### src/source/cpu_pkg.sv
`default_nettype none

package cpu_pkg;

  localparam int unsigned DATA_WIDTH    = 32;
  localparam int unsigned ADDR_WIDTH    = 32;
  localparam int unsigned REG_IDX_WIDTH = 5;

  typedef enum logic [5:0] {
    OP_NOP  = 6'd0,
    OP_ADD  = 6'd1,
    OP_SUB  = 6'd2,
    OP_AND  = 6'd3,
    OP_OR   = 6'd4,
    OP_ADDI = 6'd5,
    OP_LDW  = 6'd6,
    OP_STW  = 6'd7,
    OP_BEQ  = 6'd8,
    OP_JMP  = 6'd9
  } opcode_t;

  // instruction word, opcode in the top bits.
  typedef struct packed {
    opcode_t                  opcode;
    logic [REG_IDX_WIDTH-1:0] rd;
    logic [REG_IDX_WIDTH-1:0] ra;
    logic [REG_IDX_WIDTH-1:0] rb;
    logic [10:0]              imm; // signed offset or immediate.
  } instr_t;

  typedef struct packed {
    logic                     valid;
    opcode_t                  opcode;
    logic [REG_IDX_WIDTH-1:0] rd;
    logic                     reg_wr_en;
    logic [DATA_WIDTH-1:0]    a;
    logic [DATA_WIDTH-1:0]    b;
    logic [DATA_WIDTH-1:0]    imm_ext;
    logic [ADDR_WIDTH-1:0]    pc;
  } alu_op_t;

  typedef struct packed {
    logic                     valid;
    logic [REG_IDX_WIDTH-1:0] rd;
    logic                     reg_wr_en;
    logic                     is_load;
    logic                     is_store;
    logic [DATA_WIDTH-1:0]    result; // alu result or memory address.
    logic [DATA_WIDTH-1:0]    store_data;
  } mem_op_t;

  typedef struct packed {
    logic                     valid;
    logic [REG_IDX_WIDTH-1:0] rd;
    logic                     reg_wr_en;
    logic [DATA_WIDTH-1:0]    data;
  } wb_t;

  typedef struct packed {
    logic                  rd;
    logic                  wr;
    logic                  is_instr;
    logic [ADDR_WIDTH-1:0] addr;
    logic [DATA_WIDTH-1:0] wdata;
  } mem_req_t;

  typedef struct packed {
    logic                  valid;
    logic                  is_instr;
    logic [DATA_WIDTH-1:0] data;
  } mem_rsp_t;

endpackage

`default_nettype wire

### src/source/fetch_stage.sv
`default_nettype none

module fetch_stage #(
  parameter int unsigned           ADDR_WIDTH = cpu_pkg::ADDR_WIDTH,
  parameter logic [ADDR_WIDTH-1:0] RESET_PC   = '0
) (
  input  logic                  clk_i,
  input  logic                  rst_i,
  input  logic                  stall_i,
  input  logic                  redirect_i,
  input  logic [ADDR_WIDTH-1:0] redirect_pc_i,
  input  logic                  fetch_grant_i,
  input  cpu_pkg::mem_rsp_t     rsp_i,
  output logic                  rd_req_o,
  output logic [ADDR_WIDTH-1:0] req_addr_o,
  output cpu_pkg::instr_t       instr_o,
  output logic [ADDR_WIDTH-1:0] instr_pc_o,
  output logic                  instr_valid_o
);
  import cpu_pkg::*;

  logic [ADDR_WIDTH-1:0] pc_q;
  logic [ADDR_WIDTH-1:0] pend_pc_q; // address of the outstanding read.
  logic                  pending_q;
  logic                  discard_q;
  logic                  active_q;
  logic                  buf_valid_q;
  instr_t                buf_instr_q;
  logic [ADDR_WIDTH-1:0] buf_pc_q;
  logic                  instr_rsp;

  assign instr_rsp  = rsp_i.valid & rsp_i.is_instr;
  assign rd_req_o   = active_q & ~pending_q & ~stall_i & ~redirect_i;
  assign req_addr_o = pc_q;

  always_ff @(posedge clk_i) begin
    if (!rst_i) begin
      pc_q        <= RESET_PC;
      pending_q   <= 1'b0;
      discard_q   <= 1'b0;
      active_q    <= 1'b0;
      buf_valid_q <= 1'b0;
    end else begin
      active_q <= 1'b1;
      if (redirect_i) begin
        pc_q <= redirect_pc_i;
      end else if (rd_req_o && fetch_grant_i) begin
        pc_q      <= pc_q + ADDR_WIDTH'(4);
        pend_pc_q <= pc_q;
      end
      if (rd_req_o && fetch_grant_i) pending_q <= 1'b1;
      else if (instr_rsp) pending_q <= 1'b0;
      // a read still in flight at redirect comes back stale.
      if (redirect_i) discard_q <= pending_q & ~instr_rsp;
      else if (instr_rsp) discard_q <= 1'b0;
      if (redirect_i) begin
        buf_valid_q <= 1'b0;
      end else if (instr_rsp && !discard_q) begin
        buf_valid_q <= 1'b1;
        buf_instr_q <= instr_t'(rsp_i.data);
        buf_pc_q    <= pend_pc_q;
      end else if (!stall_i) begin
        buf_valid_q <= 1'b0; // taken by decode.
      end
    end
  end

  assign instr_o       = buf_instr_q;
  assign instr_pc_o    = buf_pc_q;
  assign instr_valid_o = buf_valid_q;

endmodule

`default_nettype wire

### src/source/decode_stage.sv
`default_nettype none

module decode_stage #(
  parameter int unsigned DATA_WIDTH = cpu_pkg::DATA_WIDTH
) (
  input  logic                              clk_i,
  input  logic                              rst_i,
  input  logic                              stall_i,
  input  logic                              flush_i,
  input  cpu_pkg::instr_t                   instr_i,
  input  logic [cpu_pkg::ADDR_WIDTH-1:0]    instr_pc_i,
  input  logic                              instr_valid_i,
  output logic [cpu_pkg::REG_IDX_WIDTH-1:0] ra_idx_o,
  output logic [cpu_pkg::REG_IDX_WIDTH-1:0] rb_idx_o,
  input  logic [DATA_WIDTH-1:0]             ra_data_i,
  input  logic [DATA_WIDTH-1:0]             rb_data_i,
  output logic                              consume_o,
  output cpu_pkg::alu_op_t                  alu_op_o
);
  import cpu_pkg::*;

  localparam int unsigned IMM_WIDTH = $bits(instr_i.imm);

  alu_op_t alu_op_d;
  alu_op_t alu_op_q;
  logic    writes_reg;

  assign ra_idx_o  = instr_i.ra;
  assign rb_idx_o  = instr_i.rb;
  assign consume_o = ~stall_i; // buffer leaves fetch at this edge.

  always_comb begin
    case (instr_i.opcode)
      OP_ADD, OP_SUB, OP_AND, OP_OR, OP_ADDI, OP_LDW: writes_reg = 1'b1;
      default: writes_reg = 1'b0;
    endcase
  end

  always_comb begin
    alu_op_d.valid     = instr_valid_i & ~flush_i;
    alu_op_d.opcode    = instr_i.opcode;
    alu_op_d.rd        = instr_i.rd;
    alu_op_d.reg_wr_en = writes_reg;
    alu_op_d.a         = ra_data_i;
    alu_op_d.b         = rb_data_i;
    alu_op_d.imm_ext   = {{(DATA_WIDTH-IMM_WIDTH){instr_i.imm[IMM_WIDTH-1]}}, instr_i.imm};
    alu_op_d.pc        = instr_pc_i;
  end

  always_ff @(posedge clk_i) begin
    if (!rst_i) begin
      alu_op_q.valid <= 1'b0;
    end else if (!stall_i) begin
      alu_op_q <= alu_op_d;
    end
  end

  assign alu_op_o = alu_op_q;

endmodule

`default_nettype wire

### src/source/alu_stage.sv
`default_nettype none

module alu_stage #(
  parameter int unsigned DATA_WIDTH = cpu_pkg::DATA_WIDTH
) (
  input  logic                           clk_i,
  input  logic                           rst_i,
  input  logic                           stall_i,
  input  cpu_pkg::alu_op_t               alu_op_i,
  output logic                           redirect_o,
  output logic [cpu_pkg::ADDR_WIDTH-1:0] redirect_pc_o,
  output cpu_pkg::mem_op_t               mem_op_o
);
  import cpu_pkg::*;

  logic [DATA_WIDTH-1:0] a;
  logic [DATA_WIDTH-1:0] b;
  logic [DATA_WIDTH-1:0] sum_imm;
  logic [DATA_WIDTH-1:0] result;
  logic [ADDR_WIDTH-1:0] imm_addr;
  logic [ADDR_WIDTH-1:0] br_target;
  logic                  taken;
  mem_op_t               mem_op_d;
  mem_op_t               mem_op_q;

  assign a        = alu_op_i.a;
  assign b        = alu_op_i.b;
  assign sum_imm  = a + alu_op_i.imm_ext; // addi, load/store address, jump target.
  assign imm_addr = ADDR_WIDTH'(alu_op_i.imm_ext);

  always_comb begin
    case (alu_op_i.opcode)
      OP_ADD:                  result = a + b;
      OP_SUB:                  result = a - b;
      OP_AND:                  result = a & b;
      OP_OR:                   result = a | b;
      OP_ADDI, OP_LDW, OP_STW: result = sum_imm;
      default:                 result = '0;
    endcase
  end

  assign br_target = alu_op_i.pc + ADDR_WIDTH'(4) + {imm_addr[ADDR_WIDTH-3:0], 2'b00};
  assign taken     = alu_op_i.valid &
                     ((alu_op_i.opcode == OP_BEQ && a == b) || alu_op_i.opcode == OP_JMP);

  // a held branch redirects once, when it leaves the stage.
  assign redirect_o    = taken & ~stall_i;
  assign redirect_pc_o = (alu_op_i.opcode == OP_JMP) ? ADDR_WIDTH'(sum_imm) : br_target;

  always_comb begin
    mem_op_d.valid      = alu_op_i.valid;
    mem_op_d.rd         = alu_op_i.rd;
    mem_op_d.reg_wr_en  = alu_op_i.reg_wr_en;
    mem_op_d.is_load    = alu_op_i.opcode == OP_LDW;
    mem_op_d.is_store   = alu_op_i.opcode == OP_STW;
    mem_op_d.result     = result;
    mem_op_d.store_data = b;
  end

  always_ff @(posedge clk_i) begin
    if (!rst_i) begin
      mem_op_q.valid <= 1'b0;
    end else if (!stall_i) begin
      mem_op_q <= mem_op_d;
    end
  end

  assign mem_op_o = mem_op_q;

endmodule

`default_nettype wire

### src/source/mem_stage.sv
`default_nettype none

module mem_stage #(
  parameter int unsigned DATA_WIDTH = cpu_pkg::DATA_WIDTH
) (
  input  logic                           clk_i,
  input  logic                           rst_i,
  input  cpu_pkg::mem_op_t               mem_op_i,
  input  cpu_pkg::mem_rsp_t              rsp_i,
  output logic                           rd_req_o,
  output logic                           wr_req_o,
  output logic [cpu_pkg::ADDR_WIDTH-1:0] req_addr_o,
  output logic [DATA_WIDTH-1:0]          wdata_o,
  output logic                           stall_o,
  output cpu_pkg::wb_t                   wb_o
);
  import cpu_pkg::*;

  logic                     waiting_q;
  logic [REG_IDX_WIDTH-1:0] pend_rd_q;
  logic                     pend_wr_en_q;
  logic                     accept;
  logic                     is_mem;
  logic                     data_rsp;
  wb_t                      wb_d;
  wb_t                      wb_q;

  // while waiting, the op on mem_op_i is the next one, held by stall.
  assign accept   = mem_op_i.valid & ~waiting_q;
  assign is_mem   = mem_op_i.is_load | mem_op_i.is_store;
  assign data_rsp = rsp_i.valid & ~rsp_i.is_instr;

  assign rd_req_o   = accept & mem_op_i.is_load;
  assign wr_req_o   = accept & mem_op_i.is_store;
  assign req_addr_o = ADDR_WIDTH'(mem_op_i.result);
  assign wdata_o    = mem_op_i.store_data;
  assign stall_o    = waiting_q;

  always_comb begin
    wb_d.valid     = 1'b0;
    wb_d.rd        = mem_op_i.rd;
    wb_d.reg_wr_en = mem_op_i.reg_wr_en;
    wb_d.data      = waiting_q ? rsp_i.data : mem_op_i.result; // load data or alu result.
    if (waiting_q) begin
      wb_d.valid     = data_rsp;
      wb_d.rd        = pend_rd_q;
      wb_d.reg_wr_en = pend_wr_en_q;
    end else if (accept && !is_mem) begin
      wb_d.valid = 1'b1;
    end
  end

  always_ff @(posedge clk_i) begin
    if (!rst_i) begin
      waiting_q  <= 1'b0;
      wb_q.valid <= 1'b0;
    end else begin
      if (waiting_q && data_rsp) begin
        waiting_q <= 1'b0;
      end else if (accept && is_mem) begin
        waiting_q    <= 1'b1;
        pend_rd_q    <= mem_op_i.rd;
        pend_wr_en_q <= mem_op_i.reg_wr_en;
      end
      wb_q <= wb_d;
    end
  end

  assign wb_o = wb_q;

endmodule

`default_nettype wire

### src/source/rbank.sv
`default_nettype none

module rbank #(
  parameter int unsigned DATA_WIDTH = cpu_pkg::DATA_WIDTH
) (
  input  logic                              clk_i,
  input  logic                              rst_i,
  input  cpu_pkg::wb_t                      wb_i,
  input  logic [cpu_pkg::REG_IDX_WIDTH-1:0] ra_idx_i,
  input  logic [cpu_pkg::REG_IDX_WIDTH-1:0] rb_idx_i,
  output logic [DATA_WIDTH-1:0]             ra_data_o,
  output logic [DATA_WIDTH-1:0]             rb_data_o
);
  import cpu_pkg::*;

  localparam int unsigned NUM_REGS = 1 << REG_IDX_WIDTH;

  logic [DATA_WIDTH-1:0] regs_q [NUM_REGS];
  logic                  wr_en;

  assign wr_en = wb_i.valid & wb_i.reg_wr_en & (wb_i.rd != '0); // r0 stays zero.

  always_ff @(posedge clk_i) begin
    if (!rst_i) begin
      for (int i = 0; i < NUM_REGS; i++) regs_q[i] <= '0;
    end else if (wr_en) begin
      regs_q[wb_i.rd] <= wb_i.data;
    end
  end

  // write-through.
  assign ra_data_o = (wr_en && wb_i.rd == ra_idx_i) ? wb_i.data : regs_q[ra_idx_i];
  assign rb_data_o = (wr_en && wb_i.rd == rb_idx_i) ? wb_i.data : regs_q[rb_idx_i];

endmodule

`default_nettype wire

### src/source/cpu.sv
`default_nettype none

module cpu #(
  parameter int unsigned           DATA_WIDTH = cpu_pkg::DATA_WIDTH,
  parameter int unsigned           ADDR_WIDTH = cpu_pkg::ADDR_WIDTH,
  parameter logic [ADDR_WIDTH-1:0] RESET_PC   = '0
) (
  input  logic              clk_i,
  input  logic              rst_i,
  input  cpu_pkg::mem_rsp_t mem_rsp_i,
  output cpu_pkg::mem_req_t mem_req_o
);
  import cpu_pkg::*;

  logic                     fetch_rd_req;
  logic [ADDR_WIDTH-1:0]    fetch_addr;
  logic                     fetch_grant;
  instr_t                   fetch_instr;
  logic [ADDR_WIDTH-1:0]    fetch_pc;
  logic                     fetch_valid;
  logic [REG_IDX_WIDTH-1:0] ra_idx;
  logic [REG_IDX_WIDTH-1:0] rb_idx;
  logic [DATA_WIDTH-1:0]    ra_data;
  logic [DATA_WIDTH-1:0]    rb_data;
  logic                     dec_consume;
  alu_op_t                  alu_op;
  logic                     redirect;
  logic [ADDR_WIDTH-1:0]    redirect_pc;
  mem_op_t                  mem_op;
  logic                     mem_rd_req;
  logic                     mem_wr_req;
  logic [ADDR_WIDTH-1:0]    mem_addr;
  logic [DATA_WIDTH-1:0]    mem_wdata;
  logic                     stall;
  wb_t                      wb;

  fetch_stage #(
    .ADDR_WIDTH (ADDR_WIDTH),
    .RESET_PC   (RESET_PC)
  ) fetch0 (
    .clk_i         (clk_i),
    .rst_i         (rst_i),
    .stall_i       (~dec_consume), // decode holds its input while the pipe is stalled.
    .redirect_i    (redirect),
    .redirect_pc_i (redirect_pc),
    .fetch_grant_i (fetch_grant),
    .rsp_i         (mem_rsp_i),
    .rd_req_o      (fetch_rd_req),
    .req_addr_o    (fetch_addr),
    .instr_o       (fetch_instr),
    .instr_pc_o    (fetch_pc),
    .instr_valid_o (fetch_valid)
  );

  decode_stage #(
    .DATA_WIDTH (DATA_WIDTH)
  ) decode0 (
    .clk_i         (clk_i),
    .rst_i         (rst_i),
    .stall_i       (stall),
    .flush_i       (redirect),
    .instr_i       (fetch_instr),
    .instr_pc_i    (fetch_pc),
    .instr_valid_i (fetch_valid),
    .ra_idx_o      (ra_idx),
    .rb_idx_o      (rb_idx),
    .ra_data_i     (ra_data),
    .rb_data_i     (rb_data),
    .consume_o     (dec_consume),
    .alu_op_o      (alu_op)
  );

  alu_stage #(
    .DATA_WIDTH (DATA_WIDTH)
  ) alu0 (
    .clk_i         (clk_i),
    .rst_i         (rst_i),
    .stall_i       (stall),
    .alu_op_i      (alu_op),
    .redirect_o    (redirect),
    .redirect_pc_o (redirect_pc),
    .mem_op_o      (mem_op)
  );

  mem_stage #(
    .DATA_WIDTH (DATA_WIDTH)
  ) mem0 (
    .clk_i      (clk_i),
    .rst_i      (rst_i),
    .mem_op_i   (mem_op),
    .rsp_i      (mem_rsp_i),
    .rd_req_o   (mem_rd_req),
    .wr_req_o   (mem_wr_req),
    .req_addr_o (mem_addr),
    .wdata_o    (mem_wdata),
    .stall_o    (stall),
    .wb_o       (wb)
  );

  rbank #(
    .DATA_WIDTH (DATA_WIDTH)
  ) rbank0 (
    .clk_i     (clk_i),
    .rst_i     (rst_i),
    .wb_i      (wb),
    .ra_idx_i  (ra_idx),
    .rb_idx_i  (rb_idx),
    .ra_data_o (ra_data),
    .rb_data_o (rb_data)
  );

  // memory stage has priority on the shared port.
  assign fetch_grant = ~(mem_rd_req | mem_wr_req);

  always_comb begin
    mem_req_o.rd       = mem_rd_req | (fetch_rd_req & fetch_grant);
    mem_req_o.wr       = mem_wr_req;
    mem_req_o.is_instr = fetch_rd_req & fetch_grant;
    mem_req_o.addr     = fetch_grant ? fetch_addr : mem_addr;
    mem_req_o.wdata    = mem_wdata;
  end

endmodule

`default_nettype wire

### config.mk
export PLATFORM = sky130hd
export DESIGN_NAME = cpu
export DESIGN_NICKNAME = d
export VERILOG_FILES = /design/src/source/cpu_pkg.sv /design/src/source/fetch_stage.sv /design/src/source/decode_stage.sv /design/src/source/alu_stage.sv /design/src/source/mem_stage.sv /design/src/source/rbank.sv /design/src/source/cpu.sv
export SDC_FILE = /design/constraint.sdc
export NUM_CORES = 2
export LEC_CHECK = 0
export BUFFER_PORTS_ARGS = -buffer_cell sky130_fd_sc_hd__buf_4
export CAP_MARGIN = 40
export CELL_PAD_IN_SITES_DETAIL_PLACEMENT = 2
export CELL_PAD_IN_SITES_GLOBAL_PLACEMENT = 2
export CORE_UTILIZATION = 40
export CTS_CLUSTER_SIZE = 24
export DETAILED_ROUTE_END_ITERATION = 12
export GPL_ROUTABILITY_DRIVEN = 0
export GPL_TIMING_DRIVEN = 0
export HOLD_SLACK_MARGIN = 0.02
export PLACE_DENSITY = 0.76
export SYNTH_ARGS = -nofsm -noshare
export SYNTH_HDL_FRONTEND = slang
export SYNTH_SLANG_ARGS = --single-unit
### constraint.sdc
create_clock -name clk_i -period 26.2 [get_ports clk_i]
set_input_delay 1.31 -clock clk_i [delete_from_list [all_inputs] [get_ports clk_i]]
set_output_delay 1.31 -clock clk_i [all_outputs]
set_load 0.01 [all_outputs]
Word level (Yosys, flattened, before mapping)
Memories as Yosys holds them, arrays and structs flattened. A register that Yosys moved wholly into a read port is not among the register bits.
Cells that the tools add are included.
{ "totals": {"register_bits": 307, "mem_bits_rw": 1024, "mem_count": 1, "word_cells": 129} }
{ "mem_list": {"columns": ["name", "words", "width", "rd", "rd_ports_with_merged_regs", "wr", "line", "text"], "rows": [
  ["rbank0.regs_q", 32, 32, 2, 2, 32, "rbank.sv:18", "logic [DATA_WIDTH-1:0] regs_q [NUM_REGS];"]
]} }
{ "classes": {"bitwise": 28, "reduce_logical": 22, "eq_ne": 17, "n_mux": 23, "addsub": 6} }
{ "op_table": {"columns": ["cell", "count"], "rows": [
  ["32-bit 2-to-1 mux", 6],
  ["32-bit one-hot mux with 5 select lines", 1],
  ["32-bit adder", 3],
  ["32-bit by 3-bit adder with 32-bit output, second input constant", 2],
  ["6-bit by 3-bit equality test with 1-bit output, second input constant", 7],
  ["32-bit bitwise AND", 1],
  ["32-bit equality test", 1],
  ["32-bit bitwise OR", 1],
  ["32-bit OR reduction", 1],
  ["32-bit subtractor", 1],
  ["6-bit by 2-bit equality test with 1-bit output, second input constant", 4],
  ["1-bit bitwise AND", 15],
  ["1-bit 2-to-1 mux", 14],
  ["6-bit by 1-bit equality test with 1-bit output, second input constant", 2],
  ["6-bit by 4-bit equality test with 1-bit output, second input constant", 2],
  ["3-bit AND reduction", 3],
  ["1-bit NOT", 8],
  ["1-bit logical AND", 6],
  ["6-bit 2-to-1 mux", 1],
  ["2-bit nonzero test", 3],
  ["6-bit OR reduction", 1],
  ["5-bit 2-to-1 mux", 1],
  ["5-bit nonzero test", 1],
  ["2-bit OR reduction", 2],
  ["other kinds (6)", 9]
]} }

Longest topological paths before layout
{ "logic_depth": {"depth_word": 10, "depth_mapped": 14, "depth_no_buf": 14} }

Modules after synthesis
From an unflattened synthesis, not the netlist that was laid out.
{ "unflattened": {"cells_unflattened": 5488, "area_unflattened_um2": 76415.8} }
{ "modules_own_cells": {"columns": ["mod", "cells_each", "instances", "area_each_um2"], "rows": [
  ["rbank", 3428, 1, 53980.5],
  ["alu_stage", 1360, 1, 10900.5],
  ["fetch_stage", 334, 1, 4852.2],
  ["decode_stage", 160, 1, 3878.7],
  ["mem_stage", 165, 1, 2364.8],
  ["cpu", 41, 1, 439.2]
]} }

Worst setup path before layout
Ideal clock, no wire load.
{ "synth_timing": {"path_type": "input port to flip-flop", "startpoint": "input port rst_i", "endpoint": "register alu0.mem_op_q (netlist bit alu0.mem_op_o[0]), enable pin", "setup_ns": 0.743, "stages": 3, "arrival_ns": 10.295, "slack_ns": 15.161, "n_path_buf": 1, "path_cell_list": "clkinv_1 buf_1 nor2_1"} }
{ "synth_between": {"elab_chain_len": 1} }
{ "synth_rtl": {"columns": ["element", "line", "text"], "rows": [
  ["from (decl)", "cpu.sv:9", "input logic rst_i,"],
  ["2-bit AND reduction (no source line)", null, null],
  ["to (signal assigned)", "alu_stage.sv:64", "mem_op_q <= mem_op_d;"],
  ["to (decl)", "alu_stage.sv:24", "mem_op_t mem_op_q;"]
]} }
Every way passes these cells.
A chain may end at the register's enable or synchronous reset.

==> flow_metrics.py <==
metrics = {
    "job": {
        "maxCapViolations": 0,
    },
    "floorplan": {
        "die_w_microns": 439,
        "top_level_ports": 103,
        "dieArea_sq_mm": 0.193,
        "dieHeight_microns": 439,
        "rows": 159,
        "core_area_sq_mm": 0.189,
        "initial_core_util_pct": 40.5,
    },
    "routing": {
        "vias_per_cell": 6.54,
        "vias": 54951,
        "wl_per_cell_microns": 40.8,
        "drt_iter0_drc": 7052,
        "drtPass1Iterations": 6,
        "drc": 0,
        "ant_nets": 0,
        "postRouteWirelength_microns": 343000,
    },
    "synthesis": {
        "synth-edff-count": 1355,
        "netlist_instances": 5258,
        "yosys_register_bits": 1395,
        "synth_top_area_share_pct": 53.3,
        "synth-main-ff-cell": "edfxtp_1",
        "synth_simple_gate_area_share_pct": 11.6,
        "syn_area_per_cell_sq_um": 14.5,
        "synth_fa_ha_area_share_pct": 3.25,
        "ys_top_cells_by_area": "edfxtp_1 53%, mux4_2 19%, and2_1 8.2%",
        "synth_xor_area_share_pct": 1.15,
        "async_flop_share_pct": 0,
        "yosysTopAreaCell": "edfxtp_1",
        "ys_warn_count": 0,
        "synth_compound_area_share_pct": 5.51,
        "ys_seq_area_share_pct": 54.3,
        "ys_types": 96,
        "synth_mux_area_share_pct": 20.9,
        "synth_common_cells": "1355 x edfxtp_1, 1003 x and2_1, 640 x mux4_2",
        "yosysMostFrequentCell": "edfxtp_1",
        "syn_area_sq_mm": 0.0764,
        "synth_top_family_by_area": "multiplexers",
    },
    "cells_and_area": {
        "nets": 5990,
        "syn_to_final_growth_pct": 16.9,
        "finalInstanceArea_sq_mm": 0.0893,
        "drive_gt1_share_pct": 24.2,
    },
    "clock_network": {
        "hold_buffers": 0,
        "cts_max_path_buffers": 3,
        "cts_setup_buffers": 0,
        "cts.repair.resized": 0,
        "cts.sinks": 1395,
        "cts_tree": "done",
        "h-tree-depth": 4,
        "clk_latency_ps": 850,
        "clkSlewWorstSetupHoldPaths_ps": 60,
        "cts_buffers": 161,
        "root_buffer": "clkbuf_16",
    },
    "timing": {
        "setup_viol": 0,
        "report.final.slew_viol_count": 0,
        "fmax_mhz": 160,
        "worstMarginPinSlew_ps": 1090,
        "tns_ps": 0,
        "fin_crit_ps": 6270,
        "finalHoldViolCount": 0,
        "clock_skew_ps": 50.5,
        "finalWorstSetupSlack_ps": 19930,
        "relSlewSlack_pct": 27.2,
        "rsz0062_at_grt": "no",
        "finalCritPeriodShare_pct": 23.9,
    },
    "critical_path": {
        "cp.arrival_ps": 4960,
        "crit_top_cell": "buf_4",
        "worst-path-max-fanout": 10,
        "worst-setup-path-type": "reg2out",
        "slowest_stage": "nor4_1",
        "critical_path.cell_chain": "inv_1 > ha_1 > nor4_1 > nand4_1 > or4_1 > o21ai_2 > and3b_1 > buf_4 > buf_6 > nor2_1 > a21o_1 > buf_4",
        "critical_path_required_ps": 24890,
        "crit_path_end_kind": "output pin",
        "cp_slowest_stage_delay_ps": 780,
        "startpoint_type": "flip-flop",
    },
    "power_and_ir_drop": {
        "p_per_area_mw_per_mm2": 63.8,
        "comb_power_share_pct": 13.2,
        "intPower_mw": 4.10,
        "swShare_pct": 28.1,
        "net-switching-power_mw": 1.60,
        "peakVddDrop_mv": 0.0545,
        "seqPwrFrac_pct": 46.4,
        "clkPwrFrac_pct": 40.3,
        "power_leakage_nw": 32.6,
    },
    "grt": {
        "grt-ovfl-total": 0,
        "grt_pass1_wl_microns": 468000,
        "grt_max_degree": 47,
        "antenna_found_initial": 32,
        "grt_util_all_layers_pct": 35.2,
        "grt_pass1_vias": 58059,
    },
    "placement": {
        "pre_cts_ws_ps": 20870,
        "io_buffers": 102,
        "place_area_sq_mm": 0.0839,
        "hpwl_microns": 254000,
    },
    "worst_hold_path": {
        "min_path_type": "reg2reg",
    },
    "outcome": {
        "status": "complete, no violations",
    },
}
state kept, by name, summed over array words and instances, names as in the netlist:
register,count
mem0.pend_wr_en_q,1
fetch0.pending_q,1
rbank0.regs_q,1024
fetch0.discard_q,1
fetch0.active_q,1
mem0.pend_rd_q,5
fetch0.pend_pc_q,32
fetch0.instr_pc_o,32
fetch0.instr_o,32
mem0.stall_o,1
fetch0.req_addr_o,32
mem0.wb_o,39
alu0.mem_op_o,73
decode0.alu_op_o,120
fetch0.instr_valid_o,1
power by group through the flow:
| stage | Clock [mW] | Sequential (mW) | Combinational (mW) |
|---|---|---|---|
| floorplan | 0 | 2.63 | 0.399 |
| global placement | 0 | 2.70 | 0.636 |
| detailed placement | 0 | 2.68 | 0.722 |
| CTS | 2.30 | 2.64 | 0.731 |
| global route | 2.37 | 2.65 | 0.776 |
| finish | 2.30 | 2.65 | 0.754 |
per-stage QoR:
stage	util (%)	instances	hold WS [ps]	total power, mW
floorplan	-	5289	400	3.03
global placement	42.6	7886	401	3.34
detailed placement	44.5	8080	406	3.40
CTS	47.2	8375	414	5.67
global route	47.3	8389	418	5.80
finish	47.3	8398	413	5.69
cells in the final DEF (no fill, tap or decap), types with 32 or more instances in the layout:
cell,synthesis,layout
inv_1,103,103
xor2_1,42,42
conb_1,1,32
dfxtp_1,40,40
nand2_1,123,123
clkbuf_16,0,162
mux4_2,640,640
a221oi_1,37,37
nor3_1,36,35
a21oi_1,180,180
nor2_1,229,228
buf_4,35,149
buf_12,0,42
o21ai_0,124,93
edfxtp_1,1355,1355
xnor2_1,58,58
buf_6,3,57
clkbuf_1,351,381
buf_2,64,71
nand3_1,32,32
ha_1,192,192
mux2_2,72,72
buf_1,38,37
buf_8,0,54
mux2i_1,72,72
and2_1,1003,1003
clkinv_1,1,44
a21o_1,55,55
buf_16,0,34
final cells by class:
cell class,instances,area [sq um]
antenna,13,32.5
buffer,491,2080
fill,17716,99300
multi-input combinational,3299,32900
timing repair buffer,306,4100
sequential,1395,41500
tap,2495,3120
inverter,104,390
clock buffer,195,4190
clock inverter,100,963
metal layers:
metal  track usage [%]  up-vias  wire (microns)
met5                 0        -             176
met4              23.9       26           28100
met3              9.49     1153           33900
met2              57.6     3726          164000
met1              40.3    28879          117000
li1                  -    21167               -
final timing paths:
check                                  startpoint                                  to  slack (ps)  cells after the start
hold reg to reg   fetch0.instr_pc_o[28]$_DFFE_PP_      decode0.alu_op_o[28]$_DFFE_PP_         410                      0
hold / removal    fetch0.instr_pc_o[28]$_DFFE_PP_      decode0.alu_op_o[28]$_DFFE_PP_         410                      0
setup reg to reg          mem0.wb_o[36]$_DFFE_PP_  rbank0.regs_q[8][14]$_SDFFCE_PN0P_       21200                     11
setup / recovery   decode0.alu_op_o[64]$_DFFE_PP_                       mem_req_o[66]       19930                     12
kinds of logic after synthesis:
family	Yosys count
AOI/OAI and AO/OA	627
xor gates and xnor gates	100
adders and majority gates	196
buffers and inverters	595
DFF	1395
muxes	784
other	1
and+or+nand+nor	1560
critical path: cells and delay by family (launching register included):
family | cells | cell delay, ps
adders and majority gates | 1 | 380
AOI/OAI and AO/OA | 2 | 470
and+or+nand+nor | 5 | 1920
DFF | 1 | 770
buffers and inverters | 4 | 610
Power figures use the tool's default switching activity.
